==> src/mbcore_config.svh <==
`ifndef MBCORE_CONFIG_SVH
`define MBCORE_CONFIG_SVH

// Core sizes for the three-stage integer pipeline

// Data path and register width
`define MB_DATA_W 32

// Register number width, 32 architectural registers
`define MB_REG_AW 5
`define MB_REG_N  (1 << `MB_REG_AW)

// Data memory word address width (64 words)
`define MB_DMEM_AW 6
`define MB_DMEM_N  (1 << `MB_DMEM_AW)

// Instruction immediate field width
`define MB_IMM_W 16

`endif

==> src/mbRegFile.sv <==
`timescale 1ns/100ps
`default_nettype none

`include "mbcore_config.svh"

module mbRegFile (
  input  logic                  gclk,
  input  logic                  arstN,
  input  logic [`MB_REG_AW-1:0] rdAddrA,
  input  logic [`MB_REG_AW-1:0] rdAddrB,
  input  logic [`MB_REG_AW-1:0] rdAddrD,
  output logic [`MB_DATA_W-1:0] rdDataA,
  output logic [`MB_DATA_W-1:0] rdDataB,
  output logic [`MB_DATA_W-1:0] rdDataD,
  input  logic                  wrEn,
  input  logic [`MB_REG_AW-1:0] wrAddr,
  input  logic [`MB_DATA_W-1:0] wrData
);

  logic [`MB_DATA_W-1:0] regs [1:`MB_REG_N-1];  // r0 has no storage

  always_ff @(posedge gclk or negedge arstN) begin
    if (!arstN) begin
      for (int i = 1; i < `MB_REG_N; i++) begin
        regs[i] <= '0;
      end
    end else if (wrEn && wrAddr != '0) begin
      regs[wrAddr] <= wrData;
    end
  end

  // Reads of r0 return zero
  assign rdDataA = (rdAddrA == '0) ? '0 : regs[rdAddrA];
  assign rdDataB = (rdAddrB == '0) ? '0 : regs[rdAddrB];
  assign rdDataD = (rdAddrD == '0) ? '0 : regs[rdAddrD];

  // Result stage must filter r0 writes before they get here
  aNoR0Write : assert property (
    @(posedge gclk) disable iff (!arstN)
    wrEn |-> wrAddr != '0
  );

endmodule

`default_nettype wire

==> config.mk <==
export PLATFORM = sky130hd
export DESIGN_NAME = mbRegFile
export DESIGN_NICKNAME = d
export VERILOG_FILES = /design/src/mbRegFile.sv
export VERILOG_INCLUDE_DIRS = /design/src
export SDC_FILE = /design/constraint.sdc
export NUM_CORES = 2
export LEC_CHECK = 0
export BUFFER_PORTS_ARGS = -buffer_cell sky130_fd_sc_hd__buf_2
export CORE_MARGIN = 3
export CORE_UTILIZATION = 40
export CTS_CLUSTER_DIAMETER = 150
export CTS_CLUSTER_SIZE = 40
export DETAILED_ROUTE_END_ITERATION = 16
export GPL_ROUTABILITY_DRIVEN = 0
export HOLD_SLACK_MARGIN = 0.08
export PLACE_DENSITY = 0.52
export SKIP_LAST_GASP = 1
export SLEW_MARGIN = 20
export SYNTH_ARGS = -nofsm -noshare
export SYNTH_HDL_FRONTEND = slang
export SYNTH_SLANG_ARGS = --single-unit
==> constraint.sdc <==
create_clock -name gclk -period 2.2 [get_ports gclk]
set_clock_uncertainty 0.1 [all_clocks]
set_input_delay 0.11 -clock gclk [delete_from_list [all_inputs] [get_ports gclk]]
set_output_delay 0.11 -clock gclk [all_outputs]
set_load 0.05 [all_outputs]
# Yosys cells after proc, flatten, opt, wreduce, memory -nomap -nowiden
# Cells that the tools add are included.
word_totals:
  reg_bits: 992
  inputBits: 55
  output_inout_bits: 96
op_classes:
  order_cmp: 5
  muxes: 15
  n_bitwise: 4
  reduce_logical: 6
op_table:
  columns: ["operator", "count"]
  rows:
  - ["$bwmux 992", 1]
  - ["$bmux 32 s5", 3]
  - ["$mux 32", 10]
  - ["$demux 32 s5", 1]
  - ["$ge 6x6->1 const B", 4]
  - ["$not 5->6", 4]
  - ["$logic_not 5->1", 3]
  - ["$lt 6x1->1 const B", 1]
  - ["$reduce_bool 5->1", 1]
  - ["$logic_and 1x1->1", 2]

# Longest topological paths before layout
depth:
  depth_word: 6
  depth_mapped: 9

# Least setup slack after synthesis
# OpenSTA, ideal clock, no wires.
synth_path:
  path_type: "input to output"
  from: "input port rdAddrB[0]"
  to: "output port rdDataB[11]"
  t_arrival_ns: 2.315
  slack_ns: -0.325
  stages: 8
  n_path_buf: 4
  path_cell_list: "buf_4 > buf_4 > buf_2 > buf_1 > nor2_1 > a21oi_1 > a21oi_1 > o21ai_0"
synth_between:
  elab_chain_cells: 5
  word_cells_on_any_way: 6
  classes_between: "4 x mux; 1 x bitwise; 1 x reduce/logical"
synth_rtl:
  columns: ["element", "line_no", "rtl"]
  rows:
  - ["start, declared", "mbRegFile.sv:10", "input logic [`MB_REG_AW-1:0] rdAddrB,"]
  - ["$not 5->6 (not written as such)", "mbRegFile.sv:34", "assign rdDataB = (rdAddrB == '0) ? '0 : regs[rdAddrB];"]
  - ["$bmux 32 s5", "mbRegFile.sv:34", null]
  - ["$mux 32 (not written as such) (2 in a row)", "mbRegFile.sv:34", null]
  - ["$mux 32 *", "mbRegFile.sv:34", null]
  - ["end, declared", "mbRegFile.sv:13", "output logic [`MB_DATA_W-1:0] rdDataB,"]
# Every way passes the cells marked *; elsewhere a longest branch is shown, timed or not. The select of a mux whose other input is x is not followed.

# Worst setup path after layout
layout_path:
  from: "register regs[146] in the netlist's numbering"
  to: "output port rdDataD[18]"
layout_between:
  elab_chain_cells: 4
layout_rtl:
  columns: ["element", "line_no", "rtl"]
  rows:
  - ["start, declared", "mbRegFile.sv:20", "logic [`MB_DATA_W-1:0] regs [1:`MB_REG_N-1];"]
  - ["start signal, assigned by index", "mbRegFile.sv:28", "regs[wrAddr] <= wrData;"]
  - ["$bmux 32 s5", "mbRegFile.sv:35", "assign rdDataD = (rdAddrD == '0) ? '0 : regs[rdAddrD];"]
  - ["$mux 32 (not written as such) (2 in a row)", "mbRegFile.sv:35", null]
  - ["$mux 32", "mbRegFile.sv:35", null]
  - ["end, declared", "mbRegFile.sv:14", "output logic [`MB_DATA_W-1:0] rdDataD,"]
# No other way between the ends. The select of a mux whose other input is x is not followed.

==> results.txt <==
outcome -> finished, violations left
violated checks -> setup timing
Tot Pwr -> 53.1 mW
Die X -> 399 um
min-delay src -> regs[951]$_DFFE_PN0P_
library cells used by synthesis -> 40
Tcrit/Tclk final -> 1.29
maxcap violations -> 0
CP Capture Type -> output port
sequential cell area fraction in the yosys report -> 0.402
Top reg by flops -> regs
cell with the most instances after synthesis -> mux2_2
Clock Tree Root -> clkbuf_16
setup violators final -> 100
drt pass-1 iters -> 5
Non-Filler Instances -> 7001
CP dominant cell by count -> nand2_2
Crit. Startpoint -> regs[146]$_DFFE_PN0P_
dpl cells -> 6871
Crit Path Category -> reg2out
worst stage delay on the critical path -> 0.48 ns
Ports -> 151
number of synthesized flops with an enable pin -> 0
total track usage -> 0.301
top post-synthesis cells by count -> mux2_2 (1107), dfrtp_1 (992), mux4_2 (585), nand2_1 (346), clkbuf_1 (219)
Final WS setup -> -0.636 ns
Hold/Removal Path Class -> reg2reg
Final Slew Violations -> 0
FF-to-FF setup slack -> 1.16 ns
unrepaired setup endpoints after global routing -> yes
worst hold path depth -> 1
Buf/Inv on CP -> 2
Post-Route WL -> 242000 um
reg2reg start -> regs[871]$_DFFE_PN0P_
wire length per cell -> 34.5 um
# H-tree levels -> 1
Slew HR -> 0.476
clock latency on the worst-skew pair -> 0.72 ns
post-detailed-route via-to-cell ratio -> 6.53
Num CTS Buffers -> 30
die area -> 159000 um^2
Critical Path Start Type -> flop
DP Wirelength -> 159000 um
Synth area leaders -> dfrtp_1 (40%), mux4_2 (21%), mux2_2 (20%), mux2i_1 (3.5%), nand2_1 (2.1%)
Area Growth Syn to Fin -> 19.8%
ys async rst share -> 1.00
final hold violations -> 0
CTS sink count -> 992
CP cell instances -> mux4_2 -> nand2_2 -> nand2_2 -> o211ai_1 -> o21ai_1 -> buf_4 -> buf_12
initial antenna violation count -> 6
Regs by FF count -> regs: 992 flops
IO buf count -> 150
Ys Warns -> 0
share of cells above drive strength 1 -> 0.559
Synth top area share -> 0.402
worst r2r path cells -> 2
CP arrival -> 2.63 ns
Synth Flop Type -> dfrtp_1
first-pass GRT wire length -> 348000 um
syn avg cell area -> 13.3 um^2
antenna-violating nets left -> 0
CTS clk-pin slew, worst paths -> 0.15 ns
Tightest Pin Transition -> 0.783 ns
Hold Path End -> regs[951]$_DFFE_PN0P_
Slowest-stage cell, CP -> mux4_2
Top Family by Delay on Critical Path -> compound AO/OA/AOI/OAI gates
Yosys reg bits -> 992
detailed-route via count -> 45.7k
largest net degree at the start of global routing -> 114
core footprint -> 153000 um^2
# rows -> 143
total global routing overflow -> 0
Synth area leader -> dfrtp_1
Die Height -> 399 um
Max Root-Sink Buffers -> 3
post-layout min period -> 2.84 ns
FF-to-FF End -> regs[871]$_DFFE_PN0P_
VDD IR-drop max -> 0.688 mV
Cell Area, Synth -> 61700 um^2
fin nets -> 5014
fmax -> 0.353 GHz
Post-Syn Nets -> 4703
max reg flops -> 992
Lkg Pwr -> 31.3 nW
required time of the critical path -> 1.99 ns
1st-iter DRT viols -> 4815
Hold WS -> 0.459 ns
pwr/cell area -> 718 nW/um^2
CTS tree -> yes
Post-Synthesis Cells -> 4648
Initial Util -> 0.404
vias in the first global route -> 45.4k
drt drc -> 0
Worst Path Max Fanout -> 4
==> routing by layer <==
layer	GRT usage	share of wire
met2	0.468	0.46
met3	0.0419	0.069
met1	0.434	0.43
met4	0.0990	0.039
met5	0	0.000054
==> per-stage QoR <==
| stage | util | cell area (um^2) | TNS, ns | setup WS, ns |
|---|---|---|---|---|
| detailed placement | 0.463 | 70700 | -5.45 | -0.297 |
| floorplan | - | 61700 | -0.442 | -0.0703 |
| finish | 0.484 | 73900 | -39.19 | -0.636 |
| global route | 0.484 | 73900 | -46.76 | -0.708 |
| CTS | 0.480 | 73300 | -43.70 | -0.692 |
| global placement | 0.463 | 70700 | -49.01 | -0.518 |
==> cell type report <==
class	count	area, um^2
fillers	13400	78700
inverters	2	17.5
clock inverters	8	104
repair buffers	791	9710
flip-flops and latches	992	24800
multi-input cells	3142	35900
well taps	2030	2540
clock buffers	35	811
diodes	1	2.50
==> cells in the final DEF, fill, tap and decap left out, types with 43 or more instances in the layout <==
cell type	netlist	final
mux2_2	1107	1101
dfrtp_1	992	989
mux4_2	585	590
buf_4	51	359
nand2_1	346	303
buf_12	0	267
mux2i_1	215	209
a21oi_1	195	152
nor2b_1	101	72
nor2_1	97	70
o211ai_1	69	69
nand3_1	69	68
a221oi_1	90	67
buf_6	7	64
nor3_1	69	51
o21ai_2	0	43
==> worst reg2reg max path, stage by stage, from the launching register on <==
cell	delay, ns
dfrtp_1	0.45
buf_4	0.15
mux2_2	0.25
==> where the power goes <==
group          switching, mW  internal [mW]
Combinational           8.27           10.6
Clock                   6.11           2.73
Sequential              3.61           21.8
==> worst max-delay path by stage <==
stage | end | slack, ns | cells past startpoint
final | rdDataD[18] | -0.64 | 7
after global routing | rdDataA[9] | -0.71 | 7
after CTS | rdDataA[16] | -0.69 | 5
after detailed placement | rdDataA[2] | -0.30 | 8
after global placement | regs[685]$_DFFE_PN0P_ | -0.52 | 5
after floorplan | rdDataA[19] | -0.07 | 7
==> cells by family (layout without fill, tap and decap cells) <==
family / Yosys count / in the layout / share of synthesized area
other cells: 0 / 1 / 0
buf+inv: 514 / 836 / 0.0383
compound gates: 521 / 521 / 0.0550
flops: 992 / 992 / 0.402
mux: 1913 / 1913 / 0.453
simple gates: 708 / 708 / 0.0513
==> timing repair <==
item | 4_1_cts | 5_1_grt
pin swaps | 85 | 100
buffers inserted | 36 | 22
hold buffers | 42 | 0
setup endpoints to repair | 96 | 108
endpoints found under the hold margin | 1984 | 0
gates resized for setup | 284 | 121
(Power assumes the default switching activity.)
