<file path="config.mk">
export PLATFORM = sky130hd
export DESIGN_NAME = mbExecute
export DESIGN_NICKNAME = d
export VERILOG_FILES = /design/src/mbcore_pkg.sv /design/src/mbExecute.sv
export VERILOG_INCLUDE_DIRS = /design/src
export SDC_FILE = /design/constraint.sdc
export NUM_CORES = 1
export LEC_CHECK = 0
export BUFFER_PORTS_ARGS = -buffer_cell sky130_fd_sc_hd__buf_2
export CAP_MARGIN = 40
export CORE_MARGIN = 10
export CORE_UTILIZATION = 50
export DETAILED_ROUTE_END_ITERATION = 10
export PLACE_DENSITY = 0.78
export SYNTH_ARGS = -nofsm -noshare
export SYNTH_HDL_FRONTEND = slang
export SYNTH_SLANG_ARGS = --single-unit
</file>
<file path="constraint.sdc">
create_clock -name gclk -period 9 [get_ports gclk]
set_input_delay 0.45 -clock gclk [delete_from_list [all_inputs] [get_ports gclk]]
set_output_delay 0.45 -clock gclk [all_outputs]
set_load 0.1 [all_outputs]
</file>
<file path="src/mbcore_config.svh">
`ifndef MBCORE_CONFIG_SVH
`define MBCORE_CONFIG_SVH

// Core sizes for the three-stage integer pipeline

// Data path and register width
`define MB_DATA_W 32

// Register number width, 32 architectural registers
`define MB_REG_AW 5
`define MB_REG_N  (1 << `MB_REG_AW)

// Data memory word address width (64 words)
`define MB_DMEM_AW 6
`define MB_DMEM_N  (1 << `MB_DMEM_AW)

// Instruction immediate field width
`define MB_IMM_W 16

`endif

</file>
<file path="src/mbcore_pkg.sv">
`default_nettype none

`include "mbcore_config.svh"

package mbcore_pkg;

  // Decoded operations, anything unknown is a NOP
  typedef enum logic [3:0] {
    OP_NOP   = 4'd0,
    OP_ADD   = 4'd1,
    OP_RSUB  = 4'd2,
    OP_OR    = 4'd3,
    OP_AND   = 4'd4,
    OP_XOR   = 4'd5,
    OP_ANDN  = 4'd6,
    OP_SRA   = 4'd7,
    OP_SRL   = 4'd8,
    OP_LOAD  = 4'd9,
    OP_STORE = 4'd10
  } mbOpE;

  // Where an operand comes from in the execute cycle
  typedef enum logic [1:0] {
    SEL_REG  = 2'd0,  // Register file value read at decode
    SEL_RES  = 2'd1,  // Value now in the result stage
    SEL_LATE = 2'd2,  // Value written at the previous edge
    SEL_IMM  = 2'd3   // Sign-extended immediate
  } opSelE;

  // A pending or recent register write
  typedef struct packed {
    logic                  valid;
    logic [`MB_REG_AW-1:0] regNum;
    logic [`MB_DATA_W-1:0] data;
  } fwdS;

  // Decode to execute
  typedef struct packed {
    logic                  valid;  // Real operation, never set for NOP
    mbOpE                  op;
    logic [`MB_REG_AW-1:0] rd;     // Destination, or store source
    opSelE                 aSel;
    opSelE                 bSel;
    opSelE                 dSel;
    logic [`MB_DATA_W-1:0] aData;
    logic [`MB_DATA_W-1:0] bData;
    logic [`MB_DATA_W-1:0] dData;
    logic [`MB_DATA_W-1:0] imm;
  } decCtrlS;

  // Execute to result
  typedef struct packed {
    logic                   valid;
    logic                   isLoad;
    logic                   isStore;
    logic [`MB_REG_AW-1:0]  rd;
    logic [`MB_DATA_W-1:0]  value;  // ALU result or store data
    logic [`MB_DMEM_AW-1:0] addr;   // Word address
  } exeResS;

endpackage

`default_nettype wire

</file>
<file path="src/mbExecute.sv">
`timescale 1ns/100ps
`default_nettype none

`include "mbcore_config.svh"

module mbExecute
  import mbcore_pkg::*;
(
  input  logic    gclk,
  input  logic    arstN,
  input  logic    stepEn,
  input  decCtrlS dec,
  input  fwdS     resFwd,   // Current result-stage value
  input  fwdS     lateFwd,  // Value written at the last enabled edge
  output fwdS     exeDst,
  output exeResS  exe
);

  logic [`MB_DATA_W-1:0] aOp;
  logic [`MB_DATA_W-1:0] bOp;
  logic [`MB_DATA_W-1:0] dOp;
  logic [`MB_DATA_W-1:0] sum;
  logic [`MB_DATA_W-1:0] aluOut;
  logic                  isLoad;
  logic                  isStore;

  function automatic logic [`MB_DATA_W-1:0] pickOperand(
    input opSelE                 sel,
    input logic [`MB_DATA_W-1:0] regVal,
    input logic [`MB_DATA_W-1:0] immVal,
    input logic [`MB_DATA_W-1:0] resVal,
    input logic [`MB_DATA_W-1:0] lateVal
  );
    logic [`MB_DATA_W-1:0] val;
    case (sel)
      SEL_RES:  val = resVal;
      SEL_LATE: val = lateVal;
      SEL_IMM:  val = immVal;
      default:  val = regVal;
    endcase
    return val;
  endfunction

  assign aOp = pickOperand(dec.aSel, dec.aData, dec.imm, resFwd.data, lateFwd.data);
  assign bOp = pickOperand(dec.bSel, dec.bData, dec.imm, resFwd.data, lateFwd.data);
  assign dOp = pickOperand(dec.dSel, dec.dData, dec.imm, resFwd.data, lateFwd.data);

  assign sum     = aOp + bOp;  // ADD result and byte address
  assign isLoad  = (dec.op == OP_LOAD);
  assign isStore = (dec.op == OP_STORE);

  always_comb begin
    case (dec.op)
      OP_ADD:  aluOut = sum;
      OP_RSUB: aluOut = bOp - aOp;
      OP_OR:   aluOut = aOp | bOp;
      OP_AND:  aluOut = aOp & bOp;
      OP_XOR:  aluOut = aOp ^ bOp;
      OP_ANDN: aluOut = aOp & ~bOp;
      OP_SRA:  aluOut = {aOp[`MB_DATA_W-1], aOp[`MB_DATA_W-1:1]};
      OP_SRL:  aluOut = {1'b0, aOp[`MB_DATA_W-1:1]};
      default: aluOut = sum;
    endcase
  end

  // In-flight destination for the forwarding compare in decode
  assign exeDst.valid  = dec.valid && !isStore && (dec.rd != '0);
  assign exeDst.regNum = dec.rd;
  assign exeDst.data   = aluOut;

  always_ff @(posedge gclk or negedge arstN) begin
    if (!arstN) begin
      exe <= '0;
    end else if (stepEn) begin
      exe.valid   <= dec.valid;
      exe.isLoad  <= dec.valid && isLoad;
      exe.isStore <= dec.valid && isStore;
      exe.rd      <= dec.rd;
      exe.value   <= isStore ? dOp : aluOut;
      exe.addr    <= sum[`MB_DMEM_AW+1:2];  // Byte address to word
    end
  end

  // A store never claims a destination
  aStoreNoDst : assert property (
    @(posedge gclk) disable iff (!arstN)
    (dec.valid && isStore) |-> !exeDst.valid
  );

endmodule

`default_nettype wire

</file>
Word-level counts from Yosys, hierarchy flattened
Cells that the tools add are included.

Register bits after elaboration: 46. Output and inout bits: 84.

$add $sub $neg: 2. Eq/ne operators: 18. Muxes and demuxes: 5. Bitwise operators: 5. Reduce and logical (&&, ||, !) cells: 6.

Operators by type and width (number): $pmux W32 S3 (3); $pmux W32 S7 (1); $and A32 B32 Y32 (2); $add A32 B32 Y32 (1); $mux W32 (1); $not A32 Y32 (1); $or A32 B32 Y32 (1); $sub A32 B32 Y32 (1); $xor A32 B32 Y32 (1); $eq A4 B3 Y1 const B (4); $eq A2 B2 Y1 const B (6); $eq A4 B4 Y1 const B (3); $eq A4 B2 Y1 const B (2); $eq A2 B1 Y1 const B (3); $reduce_bool A5 Y1 (1); $logic_and A1 B1 Y1 (4); $logic_not A1 Y1 (1).

Logic depth before layout (Yosys ltp)
Word-level depth: 6. Depth in mapped cells: 19. Mapped depth without buffers: 15.

Worst setup path after synthesis
No wires, ideal clock.

Path kind: input-to-reg. Start point: input dec[130] (netlist bit). End point: register exe[28] (netlist bit). Arrival: 6777 ps. Data required time: 8922 ps. Setup slack: 2144 ps. Cell stages on the path: 19. Path buffers: 4. Cell sequence: buf_2 > buf_2 > buf_4 > buf_2 > mux4_2 > inv_1 > ha_1 > inv_1 > fa_1 > nor2b_1 > o211ai_1 > a211oi_1 > o21ai_1 > nand2_1 > a221o_1 > a32oi_1 > nor2_1 > a211oi_1 > a221o_1.

RTL lines: start: declaration (line mbExecute.sv:12) `input decCtrlS dec,`; end: declaration (line mbExecute.sv:16) `output exeResS exe`.

==> reports/results.txt <==
Final Hold Viols: 0
Combinational Power Share: 78.1%
# IOs: 307
Synth area leader: mux4_2
clock latency on the worst-skew pair: 310 ps
Mapped Cells: 1191
drt wl/cell: 23.9 um
Biggest register: exe
Die H: 161 um
status: completed
Sink Count: 46
Pleak: 0.00544 uW
Largest register FFs: 46
CTS Hold Bufs: 0
sequential-to-total area share from yosys stat: 11.6%
Seq pwr share: 12.4%
CTS tree: yes
cell area after synthesis: 9920 um^2
Largest regs: exe (46)
Pint: 813 uW
total track usage: 29.9%
Clk pin slew, worst setup/hold paths: 90 ps
Yosys warning count: 0
slew margin rel.: 35.2%
first drt pass iteration count: 6
WS Path Type: in2out
unrepaired setup endpoints after global routing: no
initial antenna violation count: 1
# port buffers: 294
placer congestion estimate: 1.01
Slew Viols, Final: 0
die area: 25900 um^2
Avg Cell Area, Syn: 8.33 um^2
post-route cell area: 11700 um^2
DRC: 0
Setup WS pre-CTS: 2910 ps
Final HPWL DP: 31200 um
global-route wire length before repair: 63100 um
Hold Path Class: in2async
final WL: 40300 um
async set or reset register ratio after synthesis: 100%
Nets: 1738
crit-path cells: buf_2 -> buf_4 -> mux4_2 -> inv_1 -> ha_1 -> inv_1 -> fa_1 -> nor2b_1 -> o211ai_1 -> a211oi_1 -> o21ai_1 -> nand3_1 -> a41oi_1 -> mux2_2 -> nor3_1 -> buf_2
clock power share: 9.5%
final setup vio count: 0
Antenna diodes: 0
fin crit share: 68.9%
clk root buf: clkbuf_16
Power Total: 2290 uW
postcts setup bufs: 0
# rows: 51
Post-synth EDFFs: 0
Mapped Nets: 1508
Worst Tran Pin Value: 972 ps
Switching Fraction: 64.5%
post-route insts no fill: 1687
f_max: 161 MHz
Final ANT Viol Nets: 0
Crit Path Max Fanout: 17
share of post-route cells with drive strength above 1: 32.0%
gr ovfl total: 0
Area after DPL: 11600 um^2
Synth Flop Type: dfrtp_1
largest net degree at the start of global routing: 53
TritonCTS buffer count: 5
FF+latch count, synth: 46
CP max stage delay: 610 ps
Largest delay share family, worst path: buffers and inverters
vias: 11300
Worst Path Buf+Inv: 5
P&R area growth vs syn: 18.0%
share of the synthesized area in the top cell type: 21.8%
crit path launch type: input port
vias in the first global route: 11400
NetSw: 1480 uW
Iteration-0 DRC Markers: 1263
Slowest-stage cell, CP: mux4_2
WP data arrival: 5750 ps
skew final: 0 ps
CTS resizes: 0
Core Region: 19500 um^2
TNS Setup: 0 ps
PwrDens: 196 nW/um^2
Die W: 161 um
worst path required time: 8550 ps
H-tree depth: 2
minimum clock period: 6200 ps
crit end category: output pin
Max IR drop VDD: 0.000127 V
placed cells: 1679
Starting Density: 51.0%
maxcap violations: 0
Unique masters post-synth: 80
Final WS setup: 2800 ps
Clock Path Buffers: 2
vias per cell: 6.67
dominant cells by area after synthesis: mux4_2 22%, dfrtp_1 12%, ha_1 12%
cells in the final DEF (no fill, tap or decap), types with 32 or more instances in the layout:
cell / n
a21oi_1: 72
inv_1: 94
ha_1: 92
dfrtp_1: 46
buf_2: 294
xor2_1: 32
nand2_1: 91
nor2_1: 112
nand3_1: 38
o21ai_0: 45
mux4_2: 96
power groups by stage:
stage | combinational, uW | clock [uW] | sequential [uW]
floorplan | 1030 | 0 | 653
global placement | 1750 | 0 | 285
detailed placement | 1770 | 0 | 287
finish | 1790 | 217 | 285
global route | 1890 | 226 | 290
CTS | 1770 | 220 | 284
routing by layer:
metal	track usage [%]	part of all wire, %
met1	36.3	38
met2	50.4	48
met3	6.57	9.8
met4	11.7	4.2
met5	0	0.032
metrics by stage:
step	hold WS, ps	util (%)
4_1_cts	282	60.2
3_5_place_dp	479	59.4
6_report	256	60.2
3_3_place_gp	465	59.1
5_1_grt	313	60.2
2_1_floorplan	154	-
final cells by class:
type	instances	area, um^2
clock buffer	5	125
clock inverter	3	28.8
fill	1757	7750
inverter	99	372
multi-input combinational	952	8030
sequential	46	1150
tap	265	332
timing repair buffer	317	1670
cell families after synthesis:
logic type / share of synthesized area (%)
and+or+nand+nor: 15.9
buffers and inverters: 7.77
xor gates and xnor gates: 3.44
muxes: 23.6
adders and majority gates: 12.0
DFF: 11.6
AOI/OAI and AO/OA: 25.7
Yosys cell counts (17+ instances only):
cell and instances:
a31oi_1 31, a211oi_1 18, dfrtp_1 46, clkbuf_1 64
o21ai_0 45, nor3_1 30, ha_1 92, nor2_1 114
o21ai_1 17, xor2_1 32, nand3_1 38, a221o_1 25
a221oi_1 28, mux4_2 96, inv_1 94, a21oi_1 72
nand2_1 91
path summary, 6_finish.rpt:
path / slack, ps / from / end / cells past startpoint
max: 2800 / dec[130] / exeDst[20] / 16
min: 260 / arstN / exe[8] / 2
max reg2reg: 8120 / exe[17] / exe[17] / 2
min reg2reg: 500 / exe[19] / exe[19] / 1
max in group asynchronous: 8260 / arstN / exe[27] / 2
min in group gclk: 390 / dec[137] / exe[41] / 2
Note: power is estimated with default switching activity, not from simulation.
