File: config.mk
export PLATFORM = sky130hd
export DESIGN_NAME = mbDecodeCtrl
export DESIGN_NICKNAME = d
export VERILOG_FILES = /design/src/mbcore_pkg.sv /design/src/mbDecodeCtrl.sv
export VERILOG_INCLUDE_DIRS = /design/src
export SDC_FILE = /design/constraint.sdc
export NUM_CORES = 1
export LEC_CHECK = 0
export BUFFER_PORTS_ARGS = -buffer_cell sky130_fd_sc_hd__buf_2
export CORE_AREA = 2 2 143 145
export CTS_CLUSTER_SIZE = 16
export DETAILED_ROUTE_END_ITERATION = 10
export DIE_AREA = 0 0 145 147
export PLACE_DENSITY = 0.58
export SLEW_MARGIN = 20
export SYNTH_ARGS = -nofsm -noshare
export SYNTH_HDL_FRONTEND = slang
export SYNTH_SLANG_ARGS = --single-unit
File: constraint.sdc
create_clock -name gclk -period 1.08 [get_ports gclk]
set_clock_uncertainty 0.2 [all_clocks]
set_input_delay 0.216 -clock gclk [delete_from_list [all_inputs] [get_ports gclk]]
set_output_delay 0.216 -clock gclk [all_outputs]
set_load 0.05 [all_outputs]
File: src/mbcore_config.svh
`ifndef MBCORE_CONFIG_SVH
`define MBCORE_CONFIG_SVH

// Core sizes for the three-stage integer pipeline

// Data path and register width
`define MB_DATA_W 32

// Register number width, 32 architectural registers
`define MB_REG_AW 5
`define MB_REG_N  (1 << `MB_REG_AW)

// Data memory word address width (64 words)
`define MB_DMEM_AW 6
`define MB_DMEM_N  (1 << `MB_DMEM_AW)

// Instruction immediate field width
`define MB_IMM_W 16

`endif

File: src/mbcore_pkg.sv
`default_nettype none

`include "mbcore_config.svh"

package mbcore_pkg;

  // Decoded operations, anything unknown is a NOP
  typedef enum logic [3:0] {
    OP_NOP   = 4'd0,
    OP_ADD   = 4'd1,
    OP_RSUB  = 4'd2,
    OP_OR    = 4'd3,
    OP_AND   = 4'd4,
    OP_XOR   = 4'd5,
    OP_ANDN  = 4'd6,
    OP_SRA   = 4'd7,
    OP_SRL   = 4'd8,
    OP_LOAD  = 4'd9,
    OP_STORE = 4'd10
  } mbOpE;

  // Where an operand comes from in the execute cycle
  typedef enum logic [1:0] {
    SEL_REG  = 2'd0,  // Register file value read at decode
    SEL_RES  = 2'd1,  // Value now in the result stage
    SEL_LATE = 2'd2,  // Value written at the previous edge
    SEL_IMM  = 2'd3   // Sign-extended immediate
  } opSelE;

  // A pending or recent register write
  typedef struct packed {
    logic                  valid;
    logic [`MB_REG_AW-1:0] regNum;
    logic [`MB_DATA_W-1:0] data;
  } fwdS;

  // Decode to execute
  typedef struct packed {
    logic                  valid;  // Real operation, never set for NOP
    mbOpE                  op;
    logic [`MB_REG_AW-1:0] rd;     // Destination, or store source
    opSelE                 aSel;
    opSelE                 bSel;
    opSelE                 dSel;
    logic [`MB_DATA_W-1:0] aData;
    logic [`MB_DATA_W-1:0] bData;
    logic [`MB_DATA_W-1:0] dData;
    logic [`MB_DATA_W-1:0] imm;
  } decCtrlS;

  // Execute to result
  typedef struct packed {
    logic                   valid;
    logic                   isLoad;
    logic                   isStore;
    logic [`MB_REG_AW-1:0]  rd;
    logic [`MB_DATA_W-1:0]  value;  // ALU result or store data
    logic [`MB_DMEM_AW-1:0] addr;   // Word address
  } exeResS;

endpackage

`default_nettype wire

File: src/mbDecodeCtrl.sv
`timescale 1ns/100ps
`default_nettype none

`include "mbcore_config.svh"

module mbDecodeCtrl
  import mbcore_pkg::*;
(
  input  logic                  gclk,
  input  logic                  arstN,
  input  logic                  stepEn,
  input  logic                  instrValid,
  input  logic [`MB_DATA_W-1:0] instr,
  input  fwdS                   exeDst,   // Destination now in execute
  input  fwdS                   resDst,   // Destination now in result
  output logic [`MB_REG_AW-1:0] rdAddrA,
  output logic [`MB_REG_AW-1:0] rdAddrB,
  output logic [`MB_REG_AW-1:0] rdAddrD,
  input  logic [`MB_DATA_W-1:0] rdDataA,
  input  logic [`MB_DATA_W-1:0] rdDataB,
  input  logic [`MB_DATA_W-1:0] rdDataD,
  output decCtrlS               dec
);

  logic [5:0]            opc;
  logic [`MB_REG_AW-1:0] rdF;
  logic [`MB_REG_AW-1:0] raF;
  logic [`MB_REG_AW-1:0] rbF;
  logic [10:0]           altF;
  mbOpE                  opNext;
  opSelE                 aSelNext;
  opSelE                 bSelNext;
  opSelE                 dSelNext;
  logic [`MB_DATA_W-1:0] immExt;

  assign {opc, rdF, raF, rbF, altF} = instr;

  // Immediate sits in the rb and alt fields
  assign immExt = {{(`MB_DATA_W - `MB_IMM_W){instr[`MB_IMM_W-1]}},
                   instr[`MB_IMM_W-1:0]};

  always_comb begin
    case (opc)
      6'h00, 6'h08: opNext = OP_ADD;
      6'h01, 6'h09: opNext = OP_RSUB;
      6'h20, 6'h28: opNext = OP_OR;
      6'h21, 6'h29: opNext = OP_AND;
      6'h22, 6'h2A: opNext = OP_XOR;
      6'h23, 6'h2B: opNext = OP_ANDN;
      6'h24: begin
        // Single-bit shifts, kind chosen by the low alt bits
        if (altF[6:0] == 7'h01) begin
          opNext = OP_SRA;
        end else if (altF[6:0] == 7'h41) begin
          opNext = OP_SRL;
        end else begin
          opNext = OP_NOP;
        end
      end
      6'h32, 6'h3A: opNext = OP_LOAD;   // LW, LWI
      6'h36, 6'h3E: opNext = OP_STORE;  // SW, SWI
      default:      opNext = OP_NOP;
    endcase
  end

  // Newest producer wins, r0 never forwards
  function automatic opSelE pickSrc(input logic [`MB_REG_AW-1:0] r,
                                    input fwdS nearDst,
                                    input fwdS farDst);
    opSelE sel;
    sel = SEL_REG;
    if (r != '0 && nearDst.valid && nearDst.regNum == r) begin
      sel = SEL_RES;
    end else if (r != '0 && farDst.valid && farDst.regNum == r) begin
      sel = SEL_LATE;
    end
    return sel;
  endfunction

  always_comb begin
    aSelNext = pickSrc(raF, exeDst, resDst);
    dSelNext = pickSrc(rdF, exeDst, resDst);
    if (opc[3]) begin
      bSelNext = SEL_IMM;
    end else begin
      bSelNext = pickSrc(rbF, exeDst, resDst);
    end
  end

  assign rdAddrA = raF;
  assign rdAddrB = rbF;
  assign rdAddrD = rdF;  // Store data source

  always_ff @(posedge gclk or negedge arstN) begin
    if (!arstN) begin
      dec <= '0;
    end else if (stepEn) begin
      dec.valid <= instrValid && (opNext != OP_NOP);
      dec.op    <= opNext;
      dec.rd    <= rdF;
      dec.aSel  <= aSelNext;
      dec.bSel  <= bSelNext;
      dec.dSel  <= dSelNext;
      dec.aData <= rdDataA;
      dec.bData <= rdDataB;
      dec.dData <= rdDataD;
      dec.imm   <= immExt;
    end
  end

  // A late select needs a write in the result stage at this same edge
  aLateNeedsWrite : assert property (
    @(posedge gclk) disable iff (!arstN)
    (stepEn && instrValid &&
     (aSelNext == SEL_LATE || bSelNext == SEL_LATE || dSelNext == SEL_LATE))
    |-> resDst.valid
  );

endmodule

`default_nettype wire

### After elaboration in Yosys (flattened, before gate mapping)

Cells that the tools add are included.

| storage, ports and cells | value |
|---|---|
| logic and storage cells | 70 |
| output and inout bits | 159 |
| bits in registers | 128 |

| operators by class | value |
|---|---|
| reductions and logical operators | 26 |
| multiplexer cells | 10 |
| equal/unequal tests | 24 |

Operators with widths:

| kind | count |
|---|---|
| 6-bit equality test (second input constant) | 13 |
| 4-bit case mux with 9 select lines | 1 |
| 5-bit equality test | 6 |
| 2-bit OR reduction | 8 |
| 5-bit nonzero test | 3 |
| 2-bit two-way mux | 7 |
| 1-bit logical AND | 13 |
| 6-bit by 4-bit equality test with 1-bit output (second input constant) | 2 |
| 4-bit two-way mux | 2 |
| 7-bit by 1-bit equality test with 1-bit output (second input constant) | 1 |
| 7-bit equality test (second input constant) | 1 |
| 6-bit by 1-bit equality test with 1-bit output (second input constant) | 1 |
| 6-bit logical NOT | 1 |
| 4-bit nonzero test | 1 |

### Longest topological paths before layout

Gate-level depths: netlist of the first run.

| depth | value |
|---|---|
| depth after elaboration | 6 |
| depth in mapped cells | 5 |

### Least setup slack after synthesis of the first run

OpenSTA, ideal clock, no wires.

| timing path | value |
|---|---|
| path type | input port to flip-flop |
| start | input port instr[3] |
| end | register dec[139] in the netlist's numbering |
| required time | 0.798 ns |
| arrival | 1.536 ns |
| path slack | -0.738 ns |
| library setup time | 0.082 ns |
| stages on the path | 4 |
| buffers on the path | 0 |
| cells stage by stage | or4_1 -> or4_4 -> nand2b_4 -> a31oi_1 |

| on the way | value |
|---|---|
| longest elaborated chain between the ends | 3 |

Ends and longest elaborated chain:

| item | line | source |
|---|---|---|
| from (decl) | mbDecodeCtrl.sv:13 | `` input logic [`MB_DATA_W-1:0] instr, `` |
| 7-bit by 1-bit equality test with 1-bit output | mbDecodeCtrl.sv:52 | `if (altF[6:0] == 7'h01) begin` |
| 4-bit two-way mux | mbDecodeCtrl.sv:52 |  |
| 4-bit case mux with 9 select lines | mbDecodeCtrl.sv:43 | `case (opc)` |
| to (decl) | mbDecodeCtrl.sv:22 | `output decCtrlS dec` |

No other way between the ends.
A chain may end at the register's enable or synchronous reset.

### Worst setup path in the final report of the first run

| timing path | value |
|---|---|
| start | register, netlist name dec[15] |
| end | output port dec[18] in the netlist's numbering |

No word-level cell between the ends.

==> reports/metrics.cfg, run 1 <==
[timing]
slew_violations = 0
max_clock_freq_mhz = 616
worst_pin_slew_ns = 0.571
finalHoldViolations = 2
maxSlewHeadroom_pct = 61.6
period_needed_ns = 1.62
finalCritPeriodShare_pct = 150
hold_ws_ns = -0.0238
layout_setup_ws_ns = -0.544
rsz0062_at_grt = true
setup-tns-final_ns = -51.96
finalSetupViolCount = 182

[logic_synthesis]
ys_seq_area_share_pct = 58.5
synth_cell_types = 37
synth_cells = 380
synth_seq_cells = 128
synth_top_area_share_pct = 58.5
synth_area_per_cell_um2 = 14.4
ys.warnings.count = 0
synth-edff-count = 0
syn_nets = 588
yosys.area.top_type = dfrtp_1
synthTopCellsByArea = dfrtp_1 59%, mux2_2 24%, buf_4 4.3%, xnor2_1 3.7%, xor2_1 1.3%
synth_area_mm2 = 0.00547
yosys_most_used_dff = dfrtp_1
async_flop_share_pct = 100

[global_routing]
antenna_found_initial = 0
grtUsageTotal_pct = 17.5
grt_pass1_wl_mm = 29.5
grt.overflow.total = 0
grt_max_degree = 49
grt_pass1_vias = 5500

[layout]
syn_to_final_growth_pct = 108
antenna_cells = 0
largest_reg_flops = 128
reg_top3 = dec x128
fill_cells = 1522
regMostFlops = dec
drive_above_1_share_pct = 74.9
nets = 1071

[critical_path]
cp.arrival_ns = 1.21
crit_path_max_fanout = 9
crit_type = register to primary output
endpoint_kind = primary output
cp-start-kind = register
worstPathRequired_ns = 0.66

[clocking]
clock_latency_ns = 0.41
cts_buffer_depth = 2
ctsHoldBuffers = 110
ctsHtreeMaxLevel = 4
clock_sinks = 128
tritoncts = yes
clk_pin_slew_ns = 0.06
cts_made_buffers = 17
clockRootBuffer = clkbuf_16

[drt]
vias = 4971
drtIter0Drc = 91
vias_per_cell = 4.34
drt-total-wl_mm = 19.3
detail-route-antenna-nets = 0
drt-wirelength-per-cell_um = 16.8
drc_errors = 0
dr.pass1.iters = 4

[floorplan]
rows = 52
dieWidth_um = 145
fp.coreArea_mm2 = 0.0198
start_util_pct = 27.6
ioPinCount = 367
dieArea_mm2 = 0.0213
dieHeight_um = 147

[placed_design]
gp_congestion = 0.801
dp_hpwl_mm = 11.5
place_ws_ns = -0.917
port-buffer-count = 302

[power]
ir_worst_vdd_mv = 0.878
leakage_nw = 5.41
power_w = 0.0175
p_per_area_mw_per_mm2 = 1540

[min_path]
hold_path_class = input pin to register

[run_status]
violations = negative hold slack, negative setup slack
status = complete, but fails checks

[job]
cap_violations = 0

## path summary, 6_finish.rpt
path	from	end	slack [ns]	cells past startpoint
min reg2reg	dec[142]	dec[142]	0.32	1
max	dec[15]	dec[18]	-0.54	2
max reg2reg	dec[134]	dec[134]	-0.13	3
max in group asynchronous	arstN	dec[13]	0.17	3
min in group asynchronous	arstN	dec[66]	0.01	2
min	instr[14]	dec[14]	-0.02	3
## timing repair
action / 4_1_cts / 5_1_grt
buffers inserted: 24 / 23
endpoints found under the setup margin: 169 / 178
resized for setup: 339 / 51
pin swaps: 15 / 4
hold endpoints to repair: 249 / 6
## layer usage
| metal | global-route usage (%) | vias to the layer above | wire length (µm) |
|---|---|---|---|
| met2 | 30.5 | 191 | 9910 |
| met5 | 0 | - | 0 |
| li1 | - | 2278 | - |
| met3 | 4.53 | 36 | 1040 |
| met4 | 8.12 | 0 | 552 |
| met1 | 20.2 | 2466 | 7780 |
## cell families (layout without fill, tap and decap cells)
kind of cell	count (synthesis)	after routing	share of synthesized area, %
xor gates and xnor gates	31	31	4.96
and+or+nand+nor	37	37	4.23
AOI/OAI and AO/OA	16	16	2.13
DFF	128	128	58.5
buffers and inverters	48	544	5.49
muxes	120	120	24.7
## critical path: stages (launching register included)
cell	delay, ns
dfrtp_4	0.48
buf_6	0.16
buf_6	0.16
## cell type report
cell class,count,area [µm²],share of cell area [%]
clock buffer,18,429,3.77
inverter,2,7.51,0.0660
clock inverter,14,178,1.56
multi-input combinational,204,2500,22.0
sequential,128,3300,29.0
timing repair buffer,510,4620,40.6
tap,270,338,2.97
## cells in the mapped netlist, types with 2 or more instances
cell        n
o41ai_1     2
or4_1       4
nand2b_1    5
nand4_1     5
buf_4      31
nand3_1     2
nor4_1      3
dfrtp_1   128
a31oi_1     2
mux2_2    118
a21oi_1     2
buf_2       3
xor2_1      8
o21ai_0     2
o22a_1      2
inv_1       2
clkbuf_1   12
xnor2_1    23
nand2_1     2
nor2_1      7
## where the power goes
| part | switching [W] | internal (W) |
|---|---|---|
| clock | 0.00234 | 0.00368 |
| sequential | 0.000386 | 0.00532 |
| combinational | 0.00312 | 0.00266 |
## metrics by stage
step | cells | util, % | instance area, µm²
global route | 1146 | 57.3 | 11400
global placement | 963 | 40.5 | 8040
CTS | 1128 | 55.5 | 11000
finish | 1146 | 57.3 | 11400
floorplan | 380 | - | 6290
detailed placement | 963 | 40.5 | 8040
## placed cells by master (no fill, tap or decap), drive strengths merged, types with 2 or more instances in the layout
cell,count
mux2,119
inv,8
dfrtp,128
o21ai,2
clkinv,5
buf,400
nand4,5
bufinv,3
nand3,2
nor2,7
nand2b,6
or4,5
clkbuf,18
o22a,2
xnor2,23
o41ai,2
nand2,2
dlygate4sd3,109
nor4,3
a31oi,2
a21oi,2
xor2,8
Power figures use the tool's default switching activity.
==> run 2, diff against run 1 <==
PLACE_DENSITY = 0.71   (was 0.58)
==> reports/metrics.cfg, run 2 (same netlist as run 1, synthesis figures left out) <==
[global_routing]
grt.overflow.total = 0
grtUsageTotal_pct = 18.5
grt_pass1_vias = 5571
grt_max_degree = 43
grt_pass1_wl_mm = 30.7
antenna_found_initial = 0

[critical_path]
cp-start-kind = register
cp.arrival_ns = 1.20
worstPathRequired_ns = 0.66
crit_type = register to primary output
endpoint_kind = primary output
crit_path_max_fanout = 9

[floorplan]
dieHeight_um = 147
dieWidth_um = 145
start_util_pct = 27.6
dieArea_mm2 = 0.0213
ioPinCount = 367
rows = 52
fp.coreArea_mm2 = 0.0198

[power]
p_per_area_mw_per_mm2 = 1520
power_w = 0.0173
ir_worst_vdd_mv = 0.865
leakage_nw = 5.41

[drt]
vias = 4994
vias_per_cell = 4.35
detail-route-antenna-nets = 0
dr.pass1.iters = 4
drc_errors = 0
drt-wirelength-per-cell_um = 17.9
drtIter0Drc = 143
drt-total-wl_mm = 20.6

[clocking]
tritoncts = yes
clk_pin_slew_ns = 0.06
clock_sinks = 128
ctsHtreeMaxLevel = 4
cts_made_buffers = 17
ctsHoldBuffers = 107
cts_buffer_depth = 2
clockRootBuffer = clkbuf_16
clock_latency_ns = 0.40

[timing]
maxSlewHeadroom_pct = 64.5
slew_violations = 0
hold_ws_ns = -0.0811
layout_setup_ws_ns = -0.533
setup-tns-final_ns = -52.05
finalHoldViolations = 6
period_needed_ns = 1.61
worst_pin_slew_ns = 0.527
finalCritPeriodShare_pct = 149
max_clock_freq_mhz = 620
finalSetupViolCount = 189
rsz0062_at_grt = true

[placed_design]
gp_congestion = 0.798
place_area_mm2 = 0.00810
dp_hpwl_mm = 11.8
port-buffer-count = 302

[layout]
regMostFlops = dec
nets = 1074
syn_to_final_growth_pct = 109
fill_cells = 1416
largest_reg_flops = 128
antenna_cells = 0
final_cell_area_mm2 = 0.0114
layout_common_cells = 172 x buf_6, 135 x buf_2, 107 x dlygate4sd3_1
mostFrequentLayoutCell = buf_6
drive_above_1_share_pct = 74.9
reg_top3 = dec x128

[min_path]
hold_path_class = input pin to register

[job]
cap_violations = 0

[run_status]
violations = negative hold slack, negative setup slack
status = complete, but fails checks

==> run 2: cell types whose count changed in the layout (fill, tap and decap cells not counted), sizes merged <==
cell | before | now
buf | 400 | 403
clkinvlp | 0 | 3
bufinv | 3 | 2
dlygate4sd3 | 109 | 107
clkbuf | 18 | 23
clkinv | 5 | 4
inv | 8 | 4
dlymetal6s4s | 1 | 0
==> run 2: through the flow <==
step                utilization (%)  setup WS, ns  std cells  hold slack, ns
global route                   57.7        -0.570       1148         -0.0967
CTS                            55.5        -0.545       1124          -0.110
finish                         57.7        -0.533       1148         -0.0811
detailed placement             40.8        -0.944        961          -0.118
floorplan                         -        -0.638        380          -0.280
global placement               40.8        -0.890        961          -0.115
==> run 2: worst paths after layout <==
kind | start | endpoint | slack [ns] | cells past startpoint
min reg2reg | dec[142] | dec[142] | 0.31 | 1
min in group asynchronous | arstN | dec[41] | 0.03 | 2
max | dec[15] | dec[23] | -0.53 | 2
max reg2reg | dec[139] | dec[139] | -0.14 | 4
min | resDst[37] | dec[129] | -0.08 | 3
max in group asynchronous | arstN | dec[135] | 0.10 | 3
==> run 2: power by group <==
part           total [W]  switching, W  internal (W)
clock            0.00573       0.00220       0.00353
combinational    0.00587       0.00316       0.00271
sequential       0.00574      0.000415       0.00533
==> run 2: final cells by class <==
cell class	instances	area [µm²]	area share (%)
Inverter	2	7.51	0.0656
Multi-Input combinational cell	204	2500	21.9
Sequential cell	128	3300	28.9
Clock inverter	11	131	1.15
Tap cell	270	338	2.95
Clock buffer	20	457	3.99
Timing Repair Buffer	513	4700	41.1
==> run 2: repair_timing <==
item | CTS | global route
setup endpoints to repair | 170 | 177
gates cloned | 0 | 0
gates resized for setup | 323 | 60
endpoints found under the hold margin | 243 | 6
setup buffers | 25 | 29
pin swaps | 14 | 3
==> run 2: worst max-delay path, stage by stage, from the launching register on <==
cell and delay, ns:
dfrtp_4 0.48, buf_6 0.16, buf_6 0.15
==> run 2: metal layers <==
layer	vias up	track usage [%]	wire length (µm)	share of wire [%]
met2	221	32.8	10800	52
met4	0	7.38	663	3.2
met3	41	5.84	1300	6.3
met1	2454	20.6	7850	38
met5	-	0	0	0
li1	2278	-	-	-
==> run 3, diff against run 2 <==
PLACE_DENSITY = unset   (was 0.71)
PLACE_DENSITY_LB_ADDON = 0.2   (was unset)
==> reports/metrics.cfg, run 3 (same netlist as run 1, synthesis figures left out) <==
[clocking]
clock_sinks = 128
ctsHtreeMaxLevel = 4
cts_made_buffers = 17
tritoncts = yes
ctsHoldBuffers = 107
clk_pin_slew_ns = 0.07
cts_buffer_depth = 2
clock_latency_ns = 0.41
clockRootBuffer = clkbuf_16

[run_status]
status = complete, but fails checks
violations = negative hold slack, negative setup slack

[min_path]
holdPathStages = 3
worstHoldStart = instr[2]
hold_path_class = input pin to register
min_to = dec[2]

[timing]
finalSetupViolCount = 177
worst_pin_slew_ns = 0.377
finalCritPeriodShare_pct = 150
hold_ws_ns = -0.0591
max_clock_freq_mhz = 618
maxSlewHeadroom_pct = 74.6
period_needed_ns = 1.62
finalHoldViolations = 4
rsz0062_at_grt = true
slew_violations = 0
setup-tns-final_ns = -51.73
layout_setup_ws_ns = -0.537

[critical_path]
reg2reg_slack_ns = -0.13
cp.arrival_ns = 1.20
regToRegStartpoint = dec[15]
cp-start-kind = register
reg2reg_to = dec[15]
endpoint_kind = primary output
crit_path_max_fanout = 9
r2r_cells = 2
crit_type = register to primary output
worstPathRequired_ns = 0.66

[layout]
largest_reg_flops = 128
final_util_pct = 56.0
instances_no_fill = 1125
layout_common_cells = 175 x buf_6, 138 x buf_2, 107 x dlygate4sd3_1
antenna_cells = 0
reg_top3 = dec x128
drive_above_1_share_pct = 73.7
fill_cells = 1571
syn_to_final_growth_pct = 103
nets = 1050
regMostFlops = dec
final_cell_area_mm2 = 0.0111
mostFrequentLayoutCell = buf_6

[drt]
drc_errors = 0
dr.pass1.iters = 4
drtIter0Drc = 128
detail-route-antenna-nets = 0
drt-wirelength-per-cell_um = 17.3
vias_per_cell = 4.31
vias = 4844
drt-total-wl_mm = 19.5

[placed_design]
place_area_mm2 = 0.00799
dp_hpwl_mm = 12.4
numPlacedInstances = 953
port-buffer-count = 302
gp_congestion = 0.809

[global_routing]
grt.overflow.total = 0
grt_pass1_vias = 5429
grt_pass1_wl_mm = 30.4
grtUsageTotal_pct = 18.1
antenna_found_initial = 0
grt_max_degree = 39

[power]
ir_worst_vdd_mv = 0.929
p_per_area_mw_per_mm2 = 1540
leakage_nw = 5.24

[floorplan]
start_util_pct = 27.6
rows = 52
dieWidth_um = 145
dieArea_mm2 = 0.0213
dieHeight_um = 147
ioPinCount = 367
fp.coreArea_mm2 = 0.0198

[job]
cap_violations = 0

run 3: repair_timing:
item | CTS | global route
setup endpoints to repair | 170 | 173
buffers inserted | 18 | 21
gates resized for setup | 343 | 27
pin swaps | 12 | 3
hold endpoints to repair | 243 | 4
run 3: area by class of cell:
type	count	area, µm²	area share [%]
flip-flops and latches	128	3300	29.7
inverters	2	7.51	0.0675
clock buffers	17	425	3.83
multi-input cells	204	2440	21.9
well taps	270	338	3.04
repair buffers	489	4450	40.1
clock inverters	15	149	1.34
run 3: worst max-delay path, stage by stage, from the launching register on:
cell     delay (ns)
dfrtp_4        0.48
buf_6          0.16
buf_6          0.16
run 3: power breakdown:
group          total, W  internal [W]  switching [W]
sequential      0.00571       0.00532       0.000384
clock           0.00572       0.00324        0.00247
combinational   0.00567       0.00257        0.00311
total            0.0171        0.0111        0.00596
run 3: worst max-delay path by stage:
stage                     cells past startpoint  slack (ns)      from       end
after floorplan                               4       -0.64  instr[3]  dec[139]
after global placement                        5       -0.85  instr[3]  dec[139]
after detailed placement                      5       -0.91  instr[3]  dec[139]
after CTS                                     2       -0.56   dec[15]   dec[23]
after global routing                          2       -0.58   dec[15]   dec[19]
final                                         2       -0.54   dec[15]   dec[19]
run 3: through the flow:
step                hold slack [ns]  total power (W)  setup WS [ns]
floorplan                    -0.280          0.00891         -0.638
global placement             -0.117          0.00998         -0.855
detailed placement           -0.117           0.0100         -0.912
CTS                         -0.0736           0.0170         -0.559
global route                -0.0689           0.0178         -0.582
finish                      -0.0591           0.0171         -0.537
run 3: layer usage:
layer  routed length [µm]  GRT usage [%]  vias to the layer above
li1                     -              -                     2225
met4                  538           7.33                        0
met5                    0              0                        -
met1                 7770           20.9                     2407
met3                 1080           5.06                       28
met2                10100           31.9                      184
